==> config.mk <==
export PLATFORM = sky130hd
export DESIGN_NAME = dataCache
export DESIGN_NICKNAME = d
export VERILOG_FILES = /design/src/cpuPkg.sv /design/src/dataCache.sv
export SDC_FILE = /design/constraint.sdc
export NUM_CORES = 1
export LEC_CHECK = 0
export BUFFER_PORTS_ARGS = -buffer_cell sky130_fd_sc_hd__buf_2
export CAP_MARGIN = 20
export CORE_ASPECT_RATIO = 1.5
export CORE_MARGIN = 3
export CORE_UTILIZATION = 30
export DETAILED_ROUTE_END_ITERATION = 10
export PLACE_DENSITY = 0.54
export SYNTH_ARGS = -nofsm -noshare
export SYNTH_HDL_FRONTEND = slang
export SYNTH_SLANG_ARGS = --single-unit
export TNS_END_PERCENT = 10
==> constraint.sdc <==
create_clock -name clock -period 7.73 [get_ports clock]
set_input_delay 1.546 -clock clock [delete_from_list [all_inputs] [get_ports clock]]
set_output_delay 1.546 -clock clock [all_outputs]
set_load 0.005 [all_outputs]
==> src/cpuPkg.sv <==
package cpuPkg;

	typedef logic [31:0] wordT;
	typedef logic [4:0] regAddrT;
	typedef logic [7:0] memAddrT;
	typedef logic [3:0] tagT;

	localparam int memWords = 256;
	localparam int cacheLines = 16;
	localparam int memLatency = 2;
	localparam wordT resetPc = 32'h0000_0000;
	// Fetch address used while the core is halted, outside main memory
	localparam wordT parkPc = 32'hFFFF_FFFC;
	// addi x0, x0, 0
	localparam wordT nopInstr = 32'h0000_0013;

	localparam logic [6:0] opRegister = 7'b0110011;
	localparam logic [6:0] opImmediate = 7'b0010011;
	localparam logic [6:0] opLoad = 7'b0000011;
	localparam logic [6:0] opStore = 7'b0100011;
	localparam logic [6:0] opBranch = 7'b1100011;
	localparam logic [6:0] opJal = 7'b1101111;

	localparam logic [2:0] f3AddSub = 3'b000;
	localparam logic [2:0] f3Slt = 3'b010;
	localparam logic [2:0] f3Xor = 3'b100;
	localparam logic [2:0] f3Or = 3'b110;
	localparam logic [2:0] f3And = 3'b111;
	localparam logic [6:0] f7Sub = 7'b0100000;

	typedef enum logic [2:0] {aluAdd, aluSub, aluAnd, aluOr, aluXor, aluSlt} aluOpT;
	typedef enum logic [1:0] {cacheIdle, cacheWait, cacheFill} cacheStateT;
	typedef enum logic [1:0] {arbIdle, arbInstr, arbData} arbStateT;

endpackage

==> src/dataCache.sv <==
`timescale 1ns/1ps
module dataCache (
	input logic clock,
	input logic reset,
	input logic dataRead,
	input logic dataWrite,
	input cpuPkg::wordT dataAddress,
	input cpuPkg::wordT dataWriteData,
	input logic dataMemDone,
	input cpuPkg::wordT memReadData,
	output cpuPkg::wordT dataReadData,
	output logic dataStall,
	output logic dataMemRequest,
	output logic dataMemWrite,
	output cpuPkg::memAddrT dataMemAddress,
	output cpuPkg::wordT dataMemWriteData
);
	import cpuPkg::*;

	logic [cacheLines-1:0] valid;
	tagT tags [cacheLines];
	wordT lines [cacheLines];
	cacheStateT state;
	logic [3:0] index;
	logic hit, needMemory;

	assign index = dataAddress[5:2];
	assign hit = valid[index] && tags[index] == dataAddress[9:6];
	// Every store goes through to memory
	assign needMemory = (dataRead && !hit) || dataWrite;

	// Fill is the one cycle where a finished access lets the core move on
	assign dataStall = state != cacheFill && needMemory;
	assign dataReadData = lines[index];
	assign dataMemRequest = (state == cacheIdle && needMemory) || state == cacheWait;
	assign dataMemWrite = dataWrite;
	assign dataMemAddress = dataAddress[9:2];
	assign dataMemWriteData = dataWriteData;

	always_ff @(posedge clock or negedge reset) begin
		if (!reset) begin
			state <= cacheIdle;
			valid <= '0;
		end else begin
			case (state)
				cacheIdle: if (needMemory) state <= cacheWait;
				cacheWait: begin
					if (dataMemDone) begin
						if (!dataWrite) valid[index] <= 1'b1;
						state <= cacheFill;
					end
				end
				default: state <= cacheIdle;
			endcase
		end
	end

	// Read miss fills the line, store updates it only on a hit
	always_ff @(posedge clock) begin
		if (state == cacheWait && dataMemDone) begin
			if (!dataWrite) begin
				tags[index] <= dataAddress[9:6];
				lines[index] <= memReadData;
			end else if (hit) begin
				lines[index] <= dataWriteData;
			end
		end
	end

endmodule

# Word level (Yosys, flattened, before mapping)
# Memories as Yosys holds them, arrays and structs flattened.
# Index checks and enable logic that the tools add are counted.
[totals]
register_bits = 18
input_bits = 101
word_cells = 41
out_inout_bits = 75
n_memories = 2
ram_bits = 576
[memory_table]
columns = ["memory", "depth", "width", "rd", "rd_clocked_by_memory_dff", "write_ports", "line", "text"]
rows = [
  ["lines", 16, 32, 1, 0, 1, "dataCache.sv:22", "wordT lines [cacheLines];"],
  ["tags", 16, 4, 1, 0, 1, "dataCache.sv:21", "tagT tags [cacheLines];"],
]
[op_classes]
n_reduce_logical = 12
eq_ne = 5
n_lt_le_gt_ge = 2
bitwise = 3
mux = 15
[ops]
columns = ["cell", "n"]
rows = [
  ["32-bit 2-to-1 mux", 1],
  ["16-bit bitwise OR", 1],
  ["1-bit 2-to-1 mux", 9],
  ["1-bit logical AND", 6],
  ["2-bit inequality test, second input constant", 3],
  ["4-bit by 5-bit less-than comparator with 1-bit output, second input constant", 1],
  ["1-bit binary-select mux with 4-bit select", 1],
  ["1-bit demux with 4-bit select", 1],
  ["4-bit == test", 1],
  ["4-bit by 1-bit greater-or-equal comparator with 1-bit output, second input constant", 1],
  ["2-bit 2-to-1 mux", 2],
  ["2-bit one-hot mux with 2 select lines", 1],
  ["3-bit AND reduction", 1],
  ["2-bit by 1-bit == test with 1-bit output, second input constant", 1],
  ["2-bit zero test", 1],
  ["1-bit logical OR", 2],
  ["2-bit AND reduction", 1],
  ["1-bit zero test", 1],
  ["1-bit NOT", 1],
  ["1-bit bitwise OR", 1],
]

# Logic depth before layout (Yosys ltp)
[depth]
depth_word = 8
ltp_mapped = 10
depth_no_buf = 7

# Least setup slack after synthesis
# No wires, ideal clock.
[synth_path]
kind = "input to register"
startpoint = "in dataAddress[5]"
endpoint = "mem lines[12][0] (netlist name) (enable)"
cell_stages = 9
arrival_time_ns = 6.281
setup_time_ns = 0.502
t_required_ns = 7.228
slack_ns = 0.946
n_path_buf = 3
path_cell_list = "buf_2 buf_2 mux2i_1 a2111oi_0 a21oi_2 xor2_2 a31oi_4 buf_4 nor4_1"
[synth_between]
elab_chain_len = 8
elab_cells_between_ends = 10
cone_classes = "eq/ne: 1; mux: 6; bitwise: 1; reduce/logical: 1; memory: 1"
[synth_lines]
columns = ["element", "line", "text"]
rows = [
  ["start: declaration", "dataCache.sv:7", "input cpuPkg::wordT dataAddress,"],
  ["memory read 16 x 4 bit or 1-bit binary-select mux with 4-bit select (tied branches)", "n/a", ""],
  ["4-bit == test or 1-bit 2-to-1 mux (tied branches)", "dataCache.sv:28", "assign hit = valid[index] && tags[index] == dataAddress[9:6];"],
  ["1-bit logical AND", "dataCache.sv:28", ""],
  ["1-bit 2-to-1 mux", "dataCache.sv:64", "end else if (hit) begin"],
  ["1-bit 2-to-1 mux", "dataCache.sv:61", "if (!dataWrite) begin"],
  ["1-bit 2-to-1 mux", "dataCache.sv:60", "if (state == cacheWait && dataMemDone) begin"],
  ["1-bit 2-to-1 mux (implied by the code)", "dataCache.sv:65", "lines[index] <= dataWriteData;"],
  ["1-bit bitwise OR (no line)", "n/a", ""],
  ["end: declaration", "dataCache.sv:22", ""],
]
# Parallel ways exist; a longest one is shown, timed or not. The select of a mux whose other input is x is not followed.

# Worst setup path after layout
[layout_path]
startpoint = "in dataAddress[5]"
endpoint = "out dataMemRequest"
[layout_between]
elab_chain_len = 8
elab_cells_between_ends = 10
cone_classes = "eq/ne: 1; mux: 2; reduce/logical: 6; memory: 1"
[layout_lines]
columns = ["element", "line", "text"]
rows = [
  ["memory read 16 x 4 bit or 1-bit binary-select mux with 4-bit select (tied branches)", "n/a", ""],
  ["4-bit == test or 1-bit 2-to-1 mux (tied branches)", "dataCache.sv:28", ""],
  ["1-bit logical AND (*)", "dataCache.sv:28", ""],
  ["1-bit zero test (*)", "dataCache.sv:30", "assign needMemory = (dataRead && !hit) || dataWrite;"],
  ["1-bit logical AND (*)", "dataCache.sv:30", ""],
  ["1-bit logical OR (*)", "dataCache.sv:30", ""],
  ["1-bit logical AND (*)", "dataCache.sv:35", "assign dataMemRequest = (state == cacheIdle && needMemory) || state == cacheWait;"],
  ["1-bit logical OR (*)", "dataCache.sv:35", ""],
  ["end: declaration", "dataCache.sv:13", "output logic dataMemRequest,"],
]
# Mark *: on every way between the ends. The rest lies on a longest branch, timed or not. The select of a mux whose other input is x is not followed.

==> metrics.md <==
| Metric | Value |
|---|---|
| Max Fclk | `between 150 and 200 MHz` |
| Synth Flop Type | `edfxtp_1` |
| Max H-tree Level | `2` |
| Routed via count | `10770` |
| Vias in the first global route | `around 11000` |
| Sw Ratio | `about a fifth` |
| Setup CP Type | `input pin to output pin` |
| Sequential power share | `54.3%` |
| Fin crit share | `roughly 77%` |
| Die area | `82000 sq um` |
| Average cell area after synthesis | `23.0 sq um` |
| Startpoint Class | `input pin` |
| Starting DRT DRC Count | `743` |
| Largest net degree at the start of global routing | `83` |
| Pre-CTS setup slack | `1760 ps` |
| Port Buffers | `151` |
| # rows | `125` |
| WL final | `approximately 53000 um` |
| MaxCap Viol Count | `0` |
| LEAKAGE | `8.76 nW` |
| Total track usage | `about an eighth` |
| Hold Crit Depth | `1` |
| Net Switching | `1.42 mW` |
| Post-DP HPWL | `28200 um` |
| DRT Pass-1 Iters | `5` |
| Largest cells by area after synthesis | `edfxtp_1 (73%), mux4_2 (16%), dfrtp_1 (1.9%)` |
| Core footprint | `77600 sq um` |
| Mapped Nets | `~1100` |
| Gpl congestion | `0.737` |
| Clk pwr share | `between 30% and 40%` |
| Hold Crit Start | `valid[5]$_DFFE_PN0P_` |
| Most common cell in the netlist | `edfxtp_1` |
| Maximum VDD drop | `145 uV` |
| Initial core utilization | `30.4%` |
| Total global routing overflow | `0` |
| Final hold vios | `0` |
| Placed Cells | `roughly 2100` |
| Post-synth top cells | `edfxtp_1 (576), mux4_2 (168), buf_4 (43)` |
| Vias/cell | `between 4 and 5` |
| Share of cells above drive strength 1 | `41.9%` |
| Horiz. Die Dim | `235 um` |
| Final setup TNS | `0 ps` |
| Syn-to-layout area delta | `14.8%` |
| Num Clock Sinks | `just under 600` |
| CTS Hold Bufs | `0` |
| Post-synthesis sequential area ratio | `75.3%` |
| Post-Syn Area | `~24000 sq um` |
| Placed Instance Area | `25300 sq um` |
| Fin worst setup slack | `between 1500 and 2000 ps` |
| Number of synthesized flops with an enable pin | `between 500 and 600` |
| Final setup viols | `0` |
| Mapped Cells | `1026` |
| Initial antenna violation count | `0` |
| Clock buffers created by TritonCTS | `54` |
| Slew Limit Fails | `0` |
| Least-Margin Pin Slew | `1070 ps` |
| Outcome | `finished clean` |
| PwrDens | `245 nW/um^2` |
| Logic pwr share | `6.5%` |
| Crit path required time | `6180 ps` |
| Synth top area share | `between 70% and 80%` |
| CTS root buf | `clkbuf_16` |
| CP Data Arrival Time | `4380 ps` |
| Critical-path maximum fanout | `43` |
| Global-route wire length before repair | `around 78000 um` |
| Final min period | `5930 ps` |
| Die Span Y | `349 um` |
| Setup crit start | `dataAddress[5]` |
| Clock transition at path regs | `60 ps` |
| Synth warnings | `0` |
| Post-CTS setup repair buffer count | `0` |
| Clk_lat worst skew | `600 ps` |
| HP Class | `flop to flop` |
| TritonCTS clock tree | `yes` |
| Post-route ant nets | `0` |
| Internal | `about 5.2 mW` |
| Fill cells | `around 7300` |
| Top Ports | `between 150 and 200` |
| Cell taking the most area after synthesis | `edfxtp_1` |
| Worst Skew | `28.0 ps` |
| Async SR Flop Fraction | `under 10%` |
| Slew HR | `28.6%` |
| Critical Path Sink Type | `output pin` |
| Distinct cells, synth | `40` |
| CTS max path bufs | `3` |
| Fin area | `27000 sq um` |
| Gates resized, CTS repair | `0` |
| RSZ-0062 raised after global routing | `no` |
| Worst r2r path cells | `6` |
| Final #Nets | `roughly 1300` |
| # DRC | `0` |
| #FFs+latches synth | `around 590` |
| Average wire per standard cell | `23.9 um` |
| Reg-to-Reg Start | `state[1]$_DFFE_PN0P_` |
| Finished Layout Cells | `2226` |
-- critical path, cell delays in order --
cell     delay [ps]
buf_4           590
buf_4           510
mux4_2          410
mux2i_1         180
xnor2_1         150
nor4_2           50
a31o_2          290
a31oi_1         330
o31a_1          180
buf_2           110
-- cell families after synthesis --
group	after synthesis	synth area share, %
flops	594	75.3
mux	228	19.3
buf+inv	98	2.50
simple gates	78	1.84
compound gates	22	0.781
xor+xnor	6	0.255
-- stage by stage --
stage / hold WS, ps / utilization (%) / power (mW)
6_report: 463 / 34.9 / 6.63
4_1_cts: 466 / 34.9 / 6.72
3_5_place_dp: 450 / 32.7 / 4.11
5_1_grt: 488 / 34.9 / 6.87
2_1_floorplan: 434 / - / 3.96
3_3_place_gp: 444 / 32.7 / 4.10
-- flip-flops by register name (all words and copies together), names as in the netlist --
register	cells
state	2
tags	64
valid	16
lines	512
-- area by class of cell --
cell class,instances,area (sq um),share of cell area [%]
flip-flops and latches,594,17700,65.6
clock inverters,37,303,1.12
clock buffers,63,1410,5.19
repair buffers,176,977,3.61
multi-input cells,334,5330,19.7
well taps,1016,1270,4.70
diodes,1,2.50,0.00925
inverters,5,18.8,0.0694
-- power by group through the flow --
stage / sequential [mW] / combinational [mW] / clock, mW
after global placement: 3.67 / 0.433 / 0
after detailed placement: 3.67 / 0.442 / 0
after global routing: 3.61 / 0.469 / 2.79
final: 3.60 / 0.428 / 2.60
after floorplan: 3.67 / 0.291 / 0
after CTS: 3.60 / 0.443 / 2.68
-- cell usage in the layout (no fill, tap or decap), drive strengths merged --
cell and count:
a221oi 3, a22oi 4, buf 176, a22o 1
dfrtp 18, o22ai 4, diode 1, nand2b 5
a2111oi 1, edfxtp 576, a31oi 2, nand4 1
mux2 41, mux4 168, bufinv 4, nor4 17
o31a 1, clkbuf 63, nand3 1, and3 1
a31o 1, xor2 2, nor2 22, inv 7
mux2i 19, nand2 8, o22a 1, a211oi 1
xnor2 4, a32o 1, clkinvlp 3, and2 1
a21oi 2, or2 18, nor2b 4, clkinv 28
-- worst paths after layout --
kind	endpoint	slack, ps
worst min register to register	valid[5]$_DFFE_PN0P_	460
worst max register to register	lines[1][31]$_DFFE_PP_	4390
worst max-delay path	dataMemRequest	1800
worst min-delay path	valid[5]$_DFFE_PN0P_	460
max in group asynchronous	state[0]$_DFFE_PN0P_	6500
min in group asynchronous	valid[1]$_DFFE_PN0P_	890
-- routing by layer --
| layer | up-vias | global-route usage (%) | part of all wire [%] |
|---|---|---|---|
| met2 | 280 | 22.8 | 52 |
| li1 | 4570 | - | - |
| met3 | 84 | 2.28 | 4.4 |
| met1 | 5836 | 16.1 | 41 |
| met4 | 0 | 4.09 | 2.8 |
| met5 | - | 0 | 0 |
Note: power is estimated with default switching activity, not from simulation.
