==> config.mk <==
export PLATFORM = sky130hd
export DESIGN_NAME = memArbiter
export DESIGN_NICKNAME = d
export VERILOG_FILES = /design/src/cpuPkg.sv /design/src/memArbiter.sv
export SDC_FILE = /design/constraint.sdc
export NUM_CORES = 1
export LEC_CHECK = 0
export BUFFER_PORTS_ARGS = -buffer_cell sky130_fd_sc_hd__buf_2
export CAP_MARGIN = 20
export CORE_AREA = 2 2 48 50
export DETAILED_ROUTE_END_ITERATION = 8
export DIE_AREA = 0 0 50 52
export MAX_ROUTING_LAYER = met4
export PLACE_DENSITY = 0.78
export SETUP_SLACK_MARGIN = 0.05
export SLEW_MARGIN = 20
export SYNTH_ARGS = -nofsm -noshare
export SYNTH_HDL_FRONTEND = slang
export SYNTH_SLANG_ARGS = --single-unit
==> constraint.sdc <==
create_clock -name clock -period 1.8 [get_ports clock]
set_clock_uncertainty 0.1 [all_clocks]
set_input_delay 0.36 -clock clock [delete_from_list [all_inputs] [get_ports clock]]
set_output_delay 0.36 -clock clock [all_outputs]
set_load 0.005 [all_outputs]
==> src/cpuPkg.sv <==
package cpuPkg;

	typedef logic [31:0] wordT;
	typedef logic [4:0] regAddrT;
	typedef logic [7:0] memAddrT;
	typedef logic [3:0] tagT;

	localparam int memWords = 256;
	localparam int cacheLines = 16;
	localparam int memLatency = 2;
	localparam wordT resetPc = 32'h0000_0000;
	// Fetch address used while the core is halted, outside main memory
	localparam wordT parkPc = 32'hFFFF_FFFC;
	// addi x0, x0, 0
	localparam wordT nopInstr = 32'h0000_0013;

	localparam logic [6:0] opRegister = 7'b0110011;
	localparam logic [6:0] opImmediate = 7'b0010011;
	localparam logic [6:0] opLoad = 7'b0000011;
	localparam logic [6:0] opStore = 7'b0100011;
	localparam logic [6:0] opBranch = 7'b1100011;
	localparam logic [6:0] opJal = 7'b1101111;

	localparam logic [2:0] f3AddSub = 3'b000;
	localparam logic [2:0] f3Slt = 3'b010;
	localparam logic [2:0] f3Xor = 3'b100;
	localparam logic [2:0] f3Or = 3'b110;
	localparam logic [2:0] f3And = 3'b111;
	localparam logic [6:0] f7Sub = 7'b0100000;

	typedef enum logic [2:0] {aluAdd, aluSub, aluAnd, aluOr, aluXor, aluSlt} aluOpT;
	typedef enum logic [1:0] {cacheIdle, cacheWait, cacheFill} cacheStateT;
	typedef enum logic [1:0] {arbIdle, arbInstr, arbData} arbStateT;

endpackage

==> src/memArbiter.sv <==
`timescale 1ns/1ps
module memArbiter (
	input logic clock,
	input logic reset,
	input logic instrMemRequest,
	input cpuPkg::memAddrT instrMemAddress,
	input logic dataMemRequest,
	input logic dataMemWrite,
	input cpuPkg::memAddrT dataMemAddress,
	input cpuPkg::wordT dataMemWriteData,
	input logic memReady,
	output logic memRequest,
	output logic memWrite,
	output cpuPkg::memAddrT memAddress,
	output cpuPkg::wordT memWriteData,
	output logic instrMemDone,
	output logic dataMemDone
);
	import cpuPkg::*;

	arbStateT state;

	always_ff @(posedge clock or negedge reset) begin
		if (!reset) begin
			state <= arbIdle;
		end else begin
			case (state)
				// Data cache wins a tie
				arbIdle: begin
					if (dataMemRequest) state <= arbData;
					else if (instrMemRequest) state <= arbInstr;
				end
				default: if (memReady) state <= arbIdle;
			endcase
		end
	end

	assign memRequest = (state == arbInstr && instrMemRequest) ||
		(state == arbData && dataMemRequest);
	assign memWrite = state == arbData && dataMemWrite;
	assign memAddress = (state == arbData) ? dataMemAddress : instrMemAddress;
	assign memWriteData = dataMemWriteData;
	assign instrMemDone = state == arbInstr && memReady;
	assign dataMemDone = state == arbData && memReady;

endmodule

# Word-level counts from Yosys, hierarchy flattened
# Cells that the tools add are included.
[word_totals]
register_bits = 2
in_bits = 54
wordCells = 18
output_inout_bits = 44
[classes]
eq_ne = 3
mux = 5
n_reduce_logical = 9
[op_table]
columns = ["operator", "count"]
rows = [
  ["2-to-1 mux 2 bit", 4],
  ["2-to-1 mux 8 bit", 1],
  ["logical AND 1 bit", 5],
  ["!= test 3 bit (second input constant)", 1],
  ["== test 2 x 1 -> 1 bit (second input constant)", 1],
  ["== test 2 bit (second input constant)", 1],
  ["logical NOT 2 bit", 1],
  ["AND reduction 2 bit", 1],
  ["nonzero test 2 bit", 1],
  ["logical OR 1 bit", 1],
]

# Depth between registers and ports, before layout
# Gate-level depths: netlist (run 1).
[logic_depth]
ltp_word = 3
mapped_depth = 3
mapped_depth_nobuf = 2

# Worst setup path before layout (run 1)
# No wires, ideal clock.
[synth_path]
path_kind = "flip-flop to output port"
start = "register state[0]"
end = "output port memAddress[0]"
setup_slack_ps = 324
path_stages_with_launch = 4
t_required_ps = 1340
arrival_ps = 1016
n_path_buf = 1
path_cell_list = "dfrtp_1 -> nor2b_2 -> buf_6 -> mux2_4"
[synth_between]
elab_chain_cells = 2
[synth_rtl]
columns = ["element", "line_no", "source"]
rows = [
  ["start: declaration", "memArbiter.sv:21", "arbStateT state;"],
  ["start signal: assignment", "memArbiter.sv:25", "state <= arbIdle;"],
  ["start signal: assignment", "memArbiter.sv:30", "if (dataMemRequest) state <= arbData;"],
  ["start signal: assignment", "memArbiter.sv:31", "else if (instrMemRequest) state <= arbInstr;"],
  ["== test 2 bit", "memArbiter.sv:41", "assign memAddress = (state == arbData) ? dataMemAddress : instrMemAddress;"],
  ["2-to-1 mux 8 bit", "memArbiter.sv:41", ""],
  ["end: declaration", "memArbiter.sv:14", "output cpuPkg::memAddrT memAddress,"],
]
# Every way passes these cells.

# Worst setup path in the final report (run 1)
# Same ends and word-level chain as after synthesis.

==> results.tsv, run 1 <==
metric	value	unit
antenna violations before repair	0	
fin nets	118	
router iterations before antenna repair	4	
Yosys cell types	13	
Required @ worst endpoint	1340	ps
drt wl/cell	12.0	um
violated checks	negative setup slack	
share of cells above drive strength 1	0.871	
Largest register FFs	2	
dpl hpwl	861	um
Routed Antenna Nets	0	
Port Buf Inserts	33	
final hold vios	0	
CTS tree	done	
status	complete, but fails checks	
slowest stage delay, CP	390	ps
num ports	98	
Worst IR Drop VDD	0.325	mV
critical path type	register to output pin	
largest net degree at the start of global routing	10	
mapped cell area	498	um^2
FMAX	0.551	GHz
H-tree depth	1	
antenna cells	0	
#FFs+latches synth	2	
hold crit path type	primary input to register	
GRT overflow	0	
minimum clock period after layout	1820	ps
final total power	464	uW
Max-Cap Viols	0	
total track usage	0.0852	
RD Place Congestion	0.641	
CP cell instances	nor2b_4 -> buf_12 -> mux2_4 -> buf_6	
Yosys warnings	0	
CTS Buffer Depth	2	
Starting Density	0.236	
vias post-DR	373	
PD cells	818	nW/um^2
CP Launch Type	register	
drt drc	0	
critical path endpoint category	output pin	
WL final	1.08	mm
post-route setup slack	-15.5	ps
post-synthesis cell count	54	
RSZ-0062 raised after global routing	true	
Core ar.	2110	um^2
CP max FO	9	
biggest regs	state: 2 flops	
Clk pin slew, worst setup/hold paths	30	ps
clock sinks	2	
number of vias per cell	4.14	
final worst-path cycle share	1.01	
R2R Setup Slk	720	ps
Synth Net Count	108	
endpoints failing setup	7	
Crit path arrival time	1360	ps
vias in the first global route	383	
average size of a mapped cell	9.22	um^2
P_leak	0.000315	uW
most flop-heavy register	state	
Die Ht	52	um
Util after Layout	0.270	
Final Max Slew Viols	0	
Die ar.	2600	um^2
Slew headroom	0.899	
critical-path cell with the highest stage delay	dfrtp_1	
Die Wd	50	um
global-route wire length before repair	1.58	mm
register area share after synthesis	0.101	
CTS buffer count	3	
Clock Latency Late Sink	230	ps
Root Buffer	clkbuf_4	
Area Growth Syn to Fin	14.1	%
# rows	17	
DRT iter0 DRCs	7	
worst slew pin tran	151	ps
==> final cells by class <==
cell class	instances	area (um^2)
timing repair buffer	38	259
sequential	2	50.0
tap	28	35.0
clock buffer	3	22.5
multi-input combinational	18	198
inverter	1	3.75
fill	226	1540
==> cells by family (layout without fill, tap and decap cells) <==
kind of cell           after synthesis  after routing  share of synthesized area
AO/OA/AOI/OAI                        3              3                     0.0578
flip-flops                           2              2                      0.101
buffers and inverters               34             42                      0.513
AND/OR/NAND/NOR                      7              7                     0.0955
multiplexers                         8              8                      0.234
==> metal layers <==
metal,part of all wire,track usage,vias up
met4,0.022,0.0741,0
met2,0.50,0.149,45
met3,0.18,0.0603,8
li1,-,-,159
met1,0.30,0.0537,161
met5,0,-,-
==> final timing paths <==
path                                start            end  cells after the start
hold / removal             dataMemRequest       state[1]                      2
setup / recovery                 state[0]  memAddress[0]                      4
hold reg to reg                  state[1]       state[1]                      2
setup reg to reg                 state[0]       state[0]                      3
min in group asynchronous           reset       state[1]                      2
max in group asynchronous           reset       state[0]                      2
==> Yosys cell counts <==
| cell type | instances | area share |
|---|---|---|
| mux2_2 | 1 | 0.023 |
| nor2b_2 | 1 | 0.018 |
| a22o_1 | 1 | 0.018 |
| mux2_4 | 7 | 0.21 |
| and2b_2 | 1 | 0.018 |
| nor2_1 | 2 | 0.015 |
| buf_4 | 32 | 0.48 |
| a22o_2 | 2 | 0.040 |
| buf_6 | 1 | 0.023 |
| and2_2 | 2 | 0.030 |
| dfrtp_1 | 2 | 0.10 |
| nor3b_1 | 1 | 0.015 |
| inv_1 | 1 | 0.0075 |
==> timing repair <==
item	CTS	global route
gates resized for setup	5	3
hold buffers	1	0
cloned	0	0
setup buffers	1	1
endpoints found under the hold margin	2	0
setup endpoints to repair	10	9
==> worst max-delay path, delay by kind of cell (launching register included) <==
family / cells / cell delay (ps)
buffers and inverters: 2 / 270
flip-flops: 1 / 390
multiplexers: 1 / 310
AND/OR/NAND/NOR: 1 / 170
==> power breakdown <==
group          internal [uW]  leakage (uW)  switching [uW]  total, uW
sequential              54.8     0.0000253            7.58       62.3
combinational            203      0.000276            97.9        301
clock                   73.8     0.0000138            27.6        101
total                    331      0.000315             133        464
==> cells in the final DEF, fill, tap and decap left out, drive strengths merged <==
cell / synthesis / layout
buf: 33 / 37
mux2: 8 / 8
clkbuf: 0 / 3
a22o: 3 / 3
and2: 2 / 2
nor2: 2 / 2
dfrtp: 2 / 2
nor2b: 1 / 1
inv: 1 / 1
nor3b: 1 / 1
and2b: 1 / 1
dlygate4sd3: 0 / 1
==> metrics by stage <==
| stage | worst slack [ps] | hold WS (ps) | std cells | instance area (um^2) | TNS, ps |
|---|---|---|---|---|---|
| finish | -15.5 | 292 | 90 | 568 | -57.6 |
| global route | -68.1 | 276 | 90 | 568 | -431 |
| CTS | -27.1 | 283 | 89 | 544 | -145 |
| detailed placement | 88.7 | 47.2 | 84 | 474 | 0 |
| global placement | 146 | 49.8 | 84 | 474 | 0 |
| floorplan | 324 | -35.6 | 54 | 498 | 0 |
(Power assumes the default switching activity.)
==> run 2, diff against run 1 <==
--- a/config.mk
+++ b/config.mk
@@ -7,13 +7,12 @@
 export LEC_CHECK = 0
 export BUFFER_PORTS_ARGS = -buffer_cell sky130_fd_sc_hd__buf_2
 export CAP_MARGIN = 20
-export CORE_AREA = 2 2 48 50
+export CORE_AREA = 2 2 51 53
 export DETAILED_ROUTE_END_ITERATION = 8
-export DIE_AREA = 0 0 50 52
+export DIE_AREA = 0 0 53 55
 export MAX_ROUTING_LAYER = met4
-export PLACE_DENSITY = 0.78
+export PLACE_DENSITY = 0.73
 export SETUP_SLACK_MARGIN = 0.05
-export SLEW_MARGIN = 20
 export SYNTH_ARGS = -nofsm -noshare
 export SYNTH_HDL_FRONTEND = slang
 export SYNTH_SLANG_ARGS = --single-unit
==> constraint.sdc (replaced) <==
create_clock -name clock -period 1.6 [get_ports clock]
set_clock_uncertainty 0.1 [all_clocks]
set_input_delay 0.32 -clock clock [delete_from_list [all_inputs] [get_ports clock]]
set_output_delay 0.32 -clock clock [all_outputs]
set_load 0.005 [all_outputs]
==> results.tsv, run 2 (synthesis results as in run 1) <==
metric	value	unit	change
grt peak-use layer	met2		
Die Ht	55	um	+5.8%
CTS buffer count	3		unchanged
R2R Setup Slk	550	ps	-170 ps
# rows	18		+1
GR met2 Demand/Resource	0.165		+0.0155
Min-Delay Startpoint	dataMemRequest		
Reg2Reg Depth	3		unchanged
Area Growth Syn to Fin	19.6	%	
vias post-DR	368		-1.3%
drt wl/cell	12.7	um	+6.0%
met3 Track Usage GR	0.0161		-0.0442
H-tree depth	1		unchanged
vias in the first global route	392		+2.3%
met1 Use GR	0.0436		-0.0101
router iterations before antenna repair	1		-3
CP max FO	10		+1
minimum clock period after layout	1760	ps	
Max-Cap Viols	0		unchanged
DRT iter0 DRCs	0		-7
GRT overflow	0		unchanged
Root Buffer	clkbuf_4		
CTS tree	done		
worst r2r dst	state[0]		
Starting Density	0.211		-0.0259
Final Max Slew Viols	0		unchanged
antenna violations before repair	0		unchanged
FMAX	0.567	GHz	
dpl hpwl	892	um	+3.6%
Util after Layout	0.252		-0.0179
most flop-heavy register	state		
Port Buf Inserts	33		unchanged
Crit path arrival time	1340	ps	-20 ps
commonest non-fill, non-tap cell in the layout	buf_2		
num ports	98		unchanged
fin nets	118		unchanged
Slew headroom	0.904		+0.00540
Worst Hold End	state[1]		
number of vias per cell	4.00		-3.5%
post-route setup slack	-164	ps	-149 ps
biggest regs	state: 2 flops		
CTS Buffer Depth	2		unchanged
Clock Latency Late Sink	220	ps	about the same
total track usage	0.0798		-0.00539
RSZ-0062 raised after global routing	true		
most frequent cells in the layout	buf_2 (23), buf_6 (10), mux2_4 (8), clkbuf_4 (3), buf_4 (3)		
endpoints failing setup	9		+2
Die Wd	53	um	+6.0%
CP Launch Type	register		
critical path endpoint category	output pin		
RD Place Congestion	0.589		-8.2%
WL final	1.17	mm	+8.3%
Routed Antenna Nets	0		unchanged
critical path type	register to output pin		
final worst-path cycle share	1.10		
final hold vios	0		unchanged
largest net degree at the start of global routing	11		+1
Worst IR Drop VDD	0.476	mV	+47%
Die ar.	2920	um^2	+12%
worst hold slack	251	ps	-40.1 ps
Clk pin slew, worst setup/hold paths	30	ps	about the same
P_leak	0.000324	uW	+2.8%
Required @ worst endpoint	1180	ps	-160 ps
global-route wire length before repair	1.50	mm	-4.8%
clock sinks	2		unchanged
drt drc	0		unchanged
status	complete, but fails checks		
hold depth	2		unchanged
hold crit path type	primary input to register		
Core ar.	2360	um^2	+12%
violated checks	negative setup slack		
Largest register FFs	2		unchanged
antenna cells	0		unchanged
share of cells above drive strength 1	0.871		unchanged
PD cells	918	nW/um^2	+12%
worst slew pin tran	143	ps	-8.08 ps
worst r2r src	state[1]		
run 2: critical path, cell delays in order, from the launching register on:
cell and delay, ps:
dfrtp_1 390, nor2b_4 150, buf_12 150, mux2_4 310, buf_6 120
run 2: worst max path at each step:
stage	start	end
after floorplan	state[0]	memAddress[0]
after global placement	state[0]	memAddress[7]
after detailed placement	state[0]	memAddress[7]
after CTS	state[0]	memAddress[2]
after global routing	state[0]	memAddress[2]
final	state[0]	memAddress[4]
run 2: cell type report:
class                           count  area, um^2
Sequential cell                     2        50.0
Fill cell                         256        1770
Inverter                            1        3.75
Tap cell                           30        37.5
Clock buffer                        3        22.5
Multi-Input combinational cell     18         201
Timing Repair Buffer               38         280
run 2: where the power goes:
group / switching (uW) / internal (uW)
Sequential: 7.43 / 61.6
Combinational: 117 / 248
Clock: 30.0 / 82.9
run 2: metal layers:
layer | vias to the layer above | wire length, um
met4 | 0 | 51
met3 | 10 | 199
met5 | - | 0
met2 | 40 | 580
met1 | 158 | 336
li1 | 160 | -
run 2: timing repair:
| action | in CTS | in global routing |
|---|---|---|
| buffers inserted | 2 | 0 |
| endpoints found under the setup margin | 11 | 11 |
| hold buffers | 1 | 0 |
| endpoints found under the hold margin | 2 | 0 |
| resized for setup | 8 | 4 |
run 2: per-stage QoR:
step	power, uW	worst slack [ps]	TNS, ps	area (um^2)	std cells
floorplan	296	164	0	498	54
global placement	347	42.0	0	484	87
detailed placement	354	-11.7	-11.7	484	87
CTS	533	-182	-1480	571	92
global route	585	-204	-1750	596	92
finish	547	-164	-1290	596	92
