===== config.mk =====
export PLATFORM = sky130hd
export DESIGN_NAME = pipelineCore
export DESIGN_NICKNAME = d
export VERILOG_FILES = /design/src/cpuPkg.sv /design/src/regFile.sv /design/src/pipelineCore.sv
export SDC_FILE = /design/constraint.sdc
export NUM_CORES = 2
export LEC_CHECK = 0
export ABC_CLOCK_PERIOD_IN_PS = 13700
export BUFFER_PORTS_ARGS = -buffer_cell sky130_fd_sc_hd__buf_2
export CAP_MARGIN = 25
export CORE_MARGIN = 2
export CORE_UTILIZATION = 60
export CTS_CLUSTER_SIZE = 12
export DETAILED_ROUTE_END_ITERATION = 16
export HOLD_SLACK_MARGIN = 0.08
export PLACE_DENSITY = 0.86
export RECOVER_POWER = 25
export SLEW_MARGIN = 20
export SYNTH_ARGS = -nofsm -noshare
export SYNTH_HDL_FRONTEND = slang
export SYNTH_SLANG_ARGS = --single-unit

===== constraint.sdc =====
create_clock -name clock -period 13.7 [get_ports clock]
set_clock_uncertainty 0.1 [all_clocks]
set_input_delay 2.055 -clock clock [delete_from_list [all_inputs] [get_ports clock]]
set_output_delay 2.055 -clock clock [all_outputs]
set_load 0.02 [all_outputs]

===== src/cpuPkg.sv =====
package cpuPkg;

	typedef logic [31:0] wordT;
	typedef logic [4:0] regAddrT;
	typedef logic [7:0] memAddrT;
	typedef logic [3:0] tagT;

	localparam int memWords = 256;
	localparam int cacheLines = 16;
	localparam int memLatency = 2;
	localparam wordT resetPc = 32'h0000_0000;
	// Fetch address used while the core is halted, outside main memory
	localparam wordT parkPc = 32'hFFFF_FFFC;
	// addi x0, x0, 0
	localparam wordT nopInstr = 32'h0000_0013;

	localparam logic [6:0] opRegister = 7'b0110011;
	localparam logic [6:0] opImmediate = 7'b0010011;
	localparam logic [6:0] opLoad = 7'b0000011;
	localparam logic [6:0] opStore = 7'b0100011;
	localparam logic [6:0] opBranch = 7'b1100011;
	localparam logic [6:0] opJal = 7'b1101111;

	localparam logic [2:0] f3AddSub = 3'b000;
	localparam logic [2:0] f3Slt = 3'b010;
	localparam logic [2:0] f3Xor = 3'b100;
	localparam logic [2:0] f3Or = 3'b110;
	localparam logic [2:0] f3And = 3'b111;
	localparam logic [6:0] f7Sub = 7'b0100000;

	typedef enum logic [2:0] {aluAdd, aluSub, aluAnd, aluOr, aluXor, aluSlt} aluOpT;
	typedef enum logic [1:0] {cacheIdle, cacheWait, cacheFill} cacheStateT;
	typedef enum logic [1:0] {arbIdle, arbInstr, arbData} arbStateT;

endpackage


===== src/regFile.sv =====
`timescale 1ns/1ps
module regFile (
	input logic clock,
	input logic reset,
	input cpuPkg::regAddrT readAddressA,
	input cpuPkg::regAddrT readAddressB,
	input cpuPkg::regAddrT writeAddress,
	input logic writeEnable,
	input cpuPkg::wordT writeData,
	output cpuPkg::wordT readDataA,
	output cpuPkg::wordT readDataB
);
	import cpuPkg::*;

	wordT regs [32];

	always_ff @(posedge clock or negedge reset) begin
		if (!reset) begin
			for (int i = 0; i < 32; i++) begin
				regs[i] <= '0;
			end
		end else if (writeEnable && writeAddress != '0) begin
			regs[writeAddress] <= writeData;
		end
	end

	// Same-cycle write shows through to the readers
	assign readDataA = (readAddressA == '0) ? '0 :
		(writeEnable && writeAddress == readAddressA) ? writeData : regs[readAddressA];
	assign readDataB = (readAddressB == '0) ? '0 :
		(writeEnable && writeAddress == readAddressB) ? writeData : regs[readAddressB];

endmodule


===== src/pipelineCore.sv =====
`timescale 1ns/1ps
module pipelineCore (
	input logic clock,
	input logic reset,
	input logic run,
	input cpuPkg::wordT fetchData,
	input logic instrStall,
	input cpuPkg::wordT dataReadData,
	input logic dataStall,
	output cpuPkg::wordT fetchAddress,
	output logic dataRead,
	output logic dataWrite,
	output cpuPkg::wordT dataAddress,
	output cpuPkg::wordT dataWriteData,
	output logic commitValid,
	output cpuPkg::regAddrT commitRegister,
	output cpuPkg::wordT commitData
);
	import cpuPkg::*;

	wordT pc, ifidPc, ifidInstr;
	wordT idexPc, idexA, idexB, idexImm;
	regAddrT idexRs1, idexRs2, idexRd;
	aluOpT idexAluOp;
	logic idexRegWrite, idexMemRead, idexMemWrite, idexBranch, idexJump, idexUseImm;
	wordT exmemAlu, exmemStoreData;
	regAddrT exmemRd;
	logic exmemRegWrite, exmemMemRead, exmemMemWrite;
	wordT memwbData;
	regAddrT memwbRd;
	logic memwbRegWrite;

	logic [6:0] opcode;
	regAddrT rs1, rs2, rd;
	wordT immI, immS, immB, immJ, imm, readA, readB;
	logic regWrite, useImm, loadUse, advance, taken;
	aluOpT aluOp;
	wordT fwdA, fwdB, aluB, aluResult, target;

	// Whole pipeline freezes on any cache miss
	assign advance = run && !instrStall && !dataStall;
	assign fetchAddress = run ? pc : parkPc;

	// Decode
	assign opcode = ifidInstr[6:0];
	assign rd = ifidInstr[11:7];
	assign rs1 = ifidInstr[19:15];
	assign rs2 = ifidInstr[24:20];
	assign immI = {{20{ifidInstr[31]}}, ifidInstr[31:20]};
	assign immS = {{20{ifidInstr[31]}}, ifidInstr[31:25], ifidInstr[11:7]};
	assign immB = {{19{ifidInstr[31]}}, ifidInstr[31], ifidInstr[7], ifidInstr[30:25],
		ifidInstr[11:8], 1'b0};
	assign immJ = {{11{ifidInstr[31]}}, ifidInstr[31], ifidInstr[19:12], ifidInstr[20],
		ifidInstr[30:21], 1'b0};
	assign imm = (opcode == opStore) ? immS : (opcode == opBranch) ? immB :
		(opcode == opJal) ? immJ : immI;
	assign regWrite = opcode inside {opRegister, opImmediate, opLoad, opJal};
	assign useImm = opcode inside {opImmediate, opLoad, opStore};

	always_comb begin
		aluOp = aluAdd;
		if (opcode == opRegister) begin
			case (ifidInstr[14:12])
				f3AddSub: aluOp = (ifidInstr[31:25] == f7Sub) ? aluSub : aluAdd;
				f3Slt: aluOp = aluSlt;
				f3Xor: aluOp = aluXor;
				f3Or: aluOp = aluOr;
				f3And: aluOp = aluAnd;
				default: aluOp = aluAdd;
			endcase
		end
	end

	regFile registers (
		.clock(clock),
		.reset(reset),
		.readAddressA(rs1),
		.readAddressB(rs2),
		.writeAddress(memwbRd),
		.writeEnable(memwbRegWrite && advance),
		.writeData(memwbData),
		.readDataA(readA),
		.readDataB(readB)
	);

	// Load in EX feeding the instruction in ID
	assign loadUse = idexMemRead && idexRd != '0 && (idexRd == rs1 || idexRd == rs2);

	// Forwarding, EX/MEM takes priority over MEM/WB
	assign fwdA = (exmemRegWrite && exmemRd != '0 && exmemRd == idexRs1) ? exmemAlu :
		(memwbRegWrite && memwbRd != '0 && memwbRd == idexRs1) ? memwbData : idexA;
	assign fwdB = (exmemRegWrite && exmemRd != '0 && exmemRd == idexRs2) ? exmemAlu :
		(memwbRegWrite && memwbRd != '0 && memwbRd == idexRs2) ? memwbData : idexB;
	assign aluB = idexUseImm ? idexImm : fwdB;
	assign target = idexPc + idexImm;
	assign taken = idexJump || (idexBranch && fwdA == fwdB);

	always_comb begin
		case (idexAluOp)
			aluSub: aluResult = fwdA - aluB;
			aluAnd: aluResult = fwdA & aluB;
			aluOr: aluResult = fwdA | aluB;
			aluXor: aluResult = fwdA ^ aluB;
			aluSlt: aluResult = {31'b0, $signed(fwdA) < $signed(aluB)};
			default: aluResult = fwdA + aluB;
		endcase
		// jal links PC+4
		if (idexJump) begin
			aluResult = idexPc + 32'd4;
		end
	end

	// Control state: PC, IF/ID instruction and stage valid bits
	always_ff @(posedge clock or negedge reset) begin
		if (!reset) begin
			pc <= resetPc;
			ifidInstr <= nopInstr;
			{idexRegWrite, idexMemRead, idexMemWrite, idexBranch, idexJump} <= '0;
			{exmemRegWrite, exmemMemRead, exmemMemWrite} <= '0;
			memwbRegWrite <= 1'b0;
		end else if (advance) begin
			if (taken) begin
				pc <= target;
				ifidInstr <= nopInstr;
			end else if (!loadUse) begin
				pc <= pc + 32'd4;
				ifidInstr <= fetchData;
			end
			if (taken || loadUse) begin
				{idexRegWrite, idexMemRead, idexMemWrite, idexBranch, idexJump} <= '0;
			end else begin
				idexRegWrite <= regWrite;
				idexMemRead <= opcode == opLoad;
				idexMemWrite <= opcode == opStore;
				idexBranch <= opcode == opBranch;
				idexJump <= opcode == opJal;
			end
			exmemRegWrite <= idexRegWrite;
			exmemMemRead <= idexMemRead;
			exmemMemWrite <= idexMemWrite;
			memwbRegWrite <= exmemRegWrite;
		end
	end

	// Payload registers
	always_ff @(posedge clock) begin
		if (advance) begin
			if (!taken && !loadUse) begin
				ifidPc <= pc;
			end
			idexPc <= ifidPc;
			idexA <= readA;
			idexB <= readB;
			idexImm <= imm;
			idexRs1 <= rs1;
			idexRs2 <= rs2;
			idexRd <= rd;
			idexAluOp <= aluOp;
			idexUseImm <= useImm;
			exmemAlu <= aluResult;
			exmemStoreData <= fwdB;
			exmemRd <= idexRd;
			memwbData <= exmemMemRead ? dataReadData : exmemAlu;
			memwbRd <= exmemRd;
		end
	end

	assign dataRead = exmemMemRead;
	assign dataWrite = exmemMemWrite;
	assign dataAddress = exmemAlu;
	assign dataWriteData = exmemStoreData;

	// Retires when WB hands off, never for x0
	assign commitValid = advance && memwbRegWrite && memwbRd != '0;
	assign commitRegister = memwbRd;
	assign commitData = memwbData;

endmodule


# Yosys cells after proc, flatten, opt, wreduce, memory -nomap -nowiden
# Index checks and enable logic that the tools add are counted.
# totals
regBits,1371
inputBits,69
elab_cells,168
# op_classes
n_addsub,5
n_lt_le_gt_ge,5
n_eq_ne,26
n_mux,34
bitwise_logic,6
reduce_logical,34
# op_table
operator,count
1024-bit bitwise mux,1
32-bit 2-to-1 mux,19
32-bit binary-select mux with 5-bit select,2
32-bit demux with 5-bit select,1
32-bit one-hot mux with 5 select lines,1
32-bit by 3-bit adder with 32-bit output (second input constant),2
32-bit adder,2
20-bit 2-to-1 mux,3
5-bit == test,8
32-bit AND,1
32-bit == test,1
32-bit < comparator,1
32-bit OR,1
32-bit subtractor,1
32-bit XOR,1
7-bit by 6-bit == test with 1-bit output (second input constant),3
6-bit >= comparator (second input constant),3
5-bit NOT with 6-bit output,3
1-bit logical AND,17
3-bit == test (second input constant),5
3-bit one-hot mux with 5 select lines,1
5-bit nonzero test,3
7-bit == test (second input constant),2
5-bit logical NOT,2
13 further kinds,26

# Depth between registers and ports, before layout
# logic_depth
depth_word,11
depth_mapped,24
mapped_depth_nobuf,20

# Modules after synthesis
# Synthesis repeated with hierarchy kept, for this count alone.
# hier_totals
cells_unflattened,6193
area_unflattened_um2,78303.8
# by_module_without_submodules
module,n_inst,cells_per_inst,area_each_um2
regFile,1,3869,54985.2
pipelineCore,1,2324,23318.6

# Worst setup path after synthesis
# No wires, ideal clock.
# synth_timing
path_kind,in2reg
from,in instrStall
to,reg exmemRegWrite
setup_time_ns,0.462
t_arrival_ns,9.631
slack_ns,3.507
path_stages,6
path_cell_list,nor2_1 > nand2_1 > inv_1 > buf_1 > clkbuf_1 > o21ai_0
# synth_between
elab_chain_len,3
# synth_rtl
element,line,source
from (decl),pipelineCore.sv:7,"input logic instrStall,"
1-bit logical NOT,pipelineCore.sv:41,assign advance = run && !instrStall && !dataStall;
1-bit logical AND (2 in a row),pipelineCore.sv:41,
net advance,pipelineCore.sv:36,"logic regWrite, useImm, loadUse, advance, taken;"
to (signal assigned),pipelineCore.sv:138,exmemRegWrite <= idexRegWrite;
to (decl),pipelineCore.sv:28,"logic exmemRegWrite, exmemMemRead, exmemMemWrite;"
# The timed path passes the listed nets, and every way through them passes these cells.
# A chain may end at the register's enable or synchronous reset.

# Final worst setup path
# layout_timing
from,reg exmemRd[2]
to,reg exmemAlu[30] (netlist: dataAddress[30]) (data pin)
# layout_between
elab_chain_len,8
# layout_rtl
element,line,source
from (decl),pipelineCore.sv:27,regAddrT exmemRd;
from (signal assigned),pipelineCore.sv:162,exmemRd <= idexRd;
5-bit nonzero test,pipelineCore.sv:92,assign fwdB = (exmemRegWrite && exmemRd != '0 && exmemRd == idexRs2) ? exmemAlu :
1-bit logical AND,pipelineCore.sv:92,
1-bit logical AND *,pipelineCore.sv:92,
32-bit 2-to-1 mux *,pipelineCore.sv:92,
net fwdB[6],pipelineCore.sv:38,"wordT fwdA, fwdB, aluB, aluResult, target;"
32-bit 2-to-1 mux *,pipelineCore.sv:94,assign aluB = idexUseImm ? idexImm : fwdB;
32-bit adder or 32-bit subtractor (tied branches),"pipelineCore.sv:105, pipelineCore.sv:100",
32-bit one-hot mux with 5 select lines *,pipelineCore.sv:99,case (idexAluOp)
32-bit 2-to-1 mux *,pipelineCore.sv:108,if (idexJump) begin
net aluResult[30],pipelineCore.sv:38,
to (signal assigned),pipelineCore.sv:160,exmemAlu <= aluResult;
to (decl),pipelineCore.sv:26,"wordT exmemAlu, exmemStoreData;"
# Mark *: on every way through the listed nets, which the timed path passes. The rest lies on a longest branch.

==> impl_metrics.toml <==
[status]
status = "finished with violations"
violations = "capacitance limit, slew limit"

[setup_path]
crit_fanout = 47
worstReg2RegStart = "exmemRd[2]$_DFFE_PP_"
timing.rr.end = "dataAddress[30]$_DFFE_PP_"
crit_required_ns = 14.23
crit_type = "reg -> reg"
r2r_setup_slack_ns = 4.64
r2r_cells = 17
crit_arrival_ns = 9.59
start_kind = "flip-flop"
endpoint_kind = "flip-flop"

[clock_network]
clockBufferDepth = 3
cts.sinks = 1371
worst_skew_pair.late_latency_ns = 0.80
cts_max_level = 4
cts_hold_buf = 0
numCtsBuffers = 145
clock-root-buffer = "clkbuf_16"
cts_tree = "done"
cts_resized = 0
clk_pin_slew_ns = 0.06
cts_setup_buffers = 0

[timing]
slew_violations = 649
setup_tns_ns = 0
finalCritPeriodShare_pct = 66.1
layout_min_cycle_time_ns = 9.06
max-slew-margin-rel_pct = -256
clock.fmax_mhz = 110
hold_violations = 0
finalSetupViolations = 0
rsz0062_at_grt = "no"
worst_slew_pin_slew_ns = 5.33
worst_slack_ns = 4.64

[yosys]
synth_edf_count = 274
yosys.area.top_type = "dfrtp_1"
synthTopCellsByArea = "dfrtp_1, mux4_2, mux2_2"
syn_inst = 5740
async_flop_share_pct = 80.0
syn_nets = 5941
synth_area_um2 = 78000
synthFlopType = "dfrtp_1"
yosys_warnings = 0
synth_cell_types = 96
ys_seq_area_share_pct = 45.7
synth-seq-cells = 1371
synth_area_per_cell_um2 = 13.6
yosysTopAreaCellShare_pct = 35.1

[final_layout]
layout-drive-gt1-share_pct = 39.8
final_cells = 7511
final_common_cell = "dfrtp_1"
n_fill_cell = 8616
synthToLayoutAreaGrowth_pct = 8.67
fin_nets = 5872
final_area_um2 = 84800
layout_common_cells = "dfrtp_1, mux2_2, mux4_2, edfxtp_1, nor2_1"

[min_path]
hp-start = "registers.regs[1002]$_DFFE_PN0P_"
whs_path_depth = 0
hold_end = "registers.regs[1002]$_DFFE_PN0P_"
hp-class = "reg -> reg"

[power_and_ir_drop]
peakVddDrop_mv = 0.142
p_leak_nw = 36.7
powerDensity_nw_per_um2 = 119
total_power_mw = 10.1

[global_route]
track_usage_pct = 37.7
antenna_found_initial = 9
grt_max_degree = 176
grt-ovfl-total = 0
first_global_vias = 56200
grt_pass1_wl_mm = 367

[routing]
dr.pass1.iters = 7
drtIter0Drc = 8071
wire_per_inst_um = 33.2
viasPerCell = 7.38
wl_mm = 249
postRouteAntennaNets = 0
via_count = 55400
drcViolationCount = 0

[die]
chipWidth_um = 365
die_h_um = 365
initial_core_util_pct = 60.3
coreArea_um2 = 129000
io_pins = 205
num_rows = 132
die_area_um2 = 133000

[flow_run]
drv_cap = 17

[placed_design]
dp.cells = 7260
gp_congestion = 1.01
place_ws_ns = 6.78
dpl.hpwl_mm = 155
place_area_um2 = 80300
port_buffers = 204
sequential cells by signal (all words and copies together), names as in the netlist, 3 cells and up:
name / flops
idexRs2: 5
idexAluOp: 3
idexImm: 21
commitRegister: 5
registers.regs: 1024
commitData: 32
exmemRd: 5
pc: 32
ifidPc: 32
idexRd: 5
dataWriteData: 32
idexPc: 32
idexB: 32
idexRs1: 5
idexA: 32
ifidInstr: 32
dataAddress: 32
final cells by class:
cell class | instances | area [um^2] | area share [%]
Sequential cell | 1371 | 35700 | 42.1
Antenna cell | 5 | 12.5 | 0.0148
Clock inverter | 29 | 315 | 0.372
Multi-Input combinational cell | 3682 | 39800 | 46.9
Clock buffer | 211 | 4170 | 4.92
Tap cell | 1742 | 2180 | 2.57
Inverter | 120 | 460 | 0.543
Timing Repair Buffer | 351 | 2170 | 2.56
kinds of logic (layout without fill, tap and decap cells):
logic type / after synthesis / in the layout / synth area share, %
buf+inv: 687 / 711 / 3.45
compound gates: 805 / 805 / 7.01
fa+ha+maj: 132 / 132 / 2.15
other cells: 0 / 5 / 0
xor+xnor: 133 / 133 / 1.49
simple gates: 811 / 811 / 5.07
mux: 1801 / 1801 / 35.1
flops: 1371 / 1371 / 45.7
metal layers:
metal	wire, um	track usage, %
met1	87600	48.7
met2	113000	57.1
met3	30000	9.95
met4	18800	24.0
met5	41	0
synthesized netlist by cell type (all sizes together) (54+ instances only):
cell and instances:
dfrtp 1094, mux2 1052, mux4 641, clkbuf 391
edfxtp 274, nor2 229, a21oi 209, nand2 201
buf 176, ha 129, o21ai 129, inv 118
nand3 111, mux2i 108, a211oi 95, xnor2 89
a21o 54
stage by stage:
stage	hold slack, ns	util [%]
2_1_floorplan	0.300	-
3_3_place_gp	0.276	62.1
3_5_place_dp	0.282	62.1
4_1_cts	0.296	65.6
5_1_grt	0.303	65.5
6_report	0.296	65.5
critical path, cell delays in order, from the launching register on:
cell	delay, ns
edfxtp_1	0.47
or4_1	0.61
o211ai_1	0.71
or3_1	0.73
clkbuf_1	1.56
a31oi_1	0.46
mux2_2	0.47
ha_1	0.49
inv_1	0.14
and3_1	0.16
a21oi_1	0.25
nand3_1	0.17
a311oi_1	0.67
o21ai_1	0.40
a2111oi_1	0.75
o32ai_1	0.23
a31o_2	0.28
o31ai_1	0.22
how the worst max path moves through the flow:
stage	start	to	slack, ns
2_1_floorplan	instrStall	exmemRegWrite$_DFFE_PN0P_	3.51
3_3_place_gp	exmemRd[1]$_DFFE_PP_	dataAddress[30]$_DFFE_PP_	6.83
3_5_place_dp	exmemRd[1]$_DFFE_PP_	dataAddress[30]$_DFFE_PP_	6.78
4_1_cts	exmemRd[2]$_DFFE_PP_	dataAddress[30]$_DFFE_PP_	6.73
5_1_grt	reset	registers.regs[1008]$_DFFE_PN0P_	3.58
6_report	exmemRd[2]$_DFFE_PP_	dataAddress[30]$_DFFE_PP_	4.64
power breakdown:
part / internal (mW) / switching [mW] / leakage [nW]
Combinational: 0.694 / 0.939 / 16.9
Clock: 2.15 / 1.69 / 2.19
Sequential: 4.34 / 0.239 / 17.6
(Power assumes the default switching activity.)
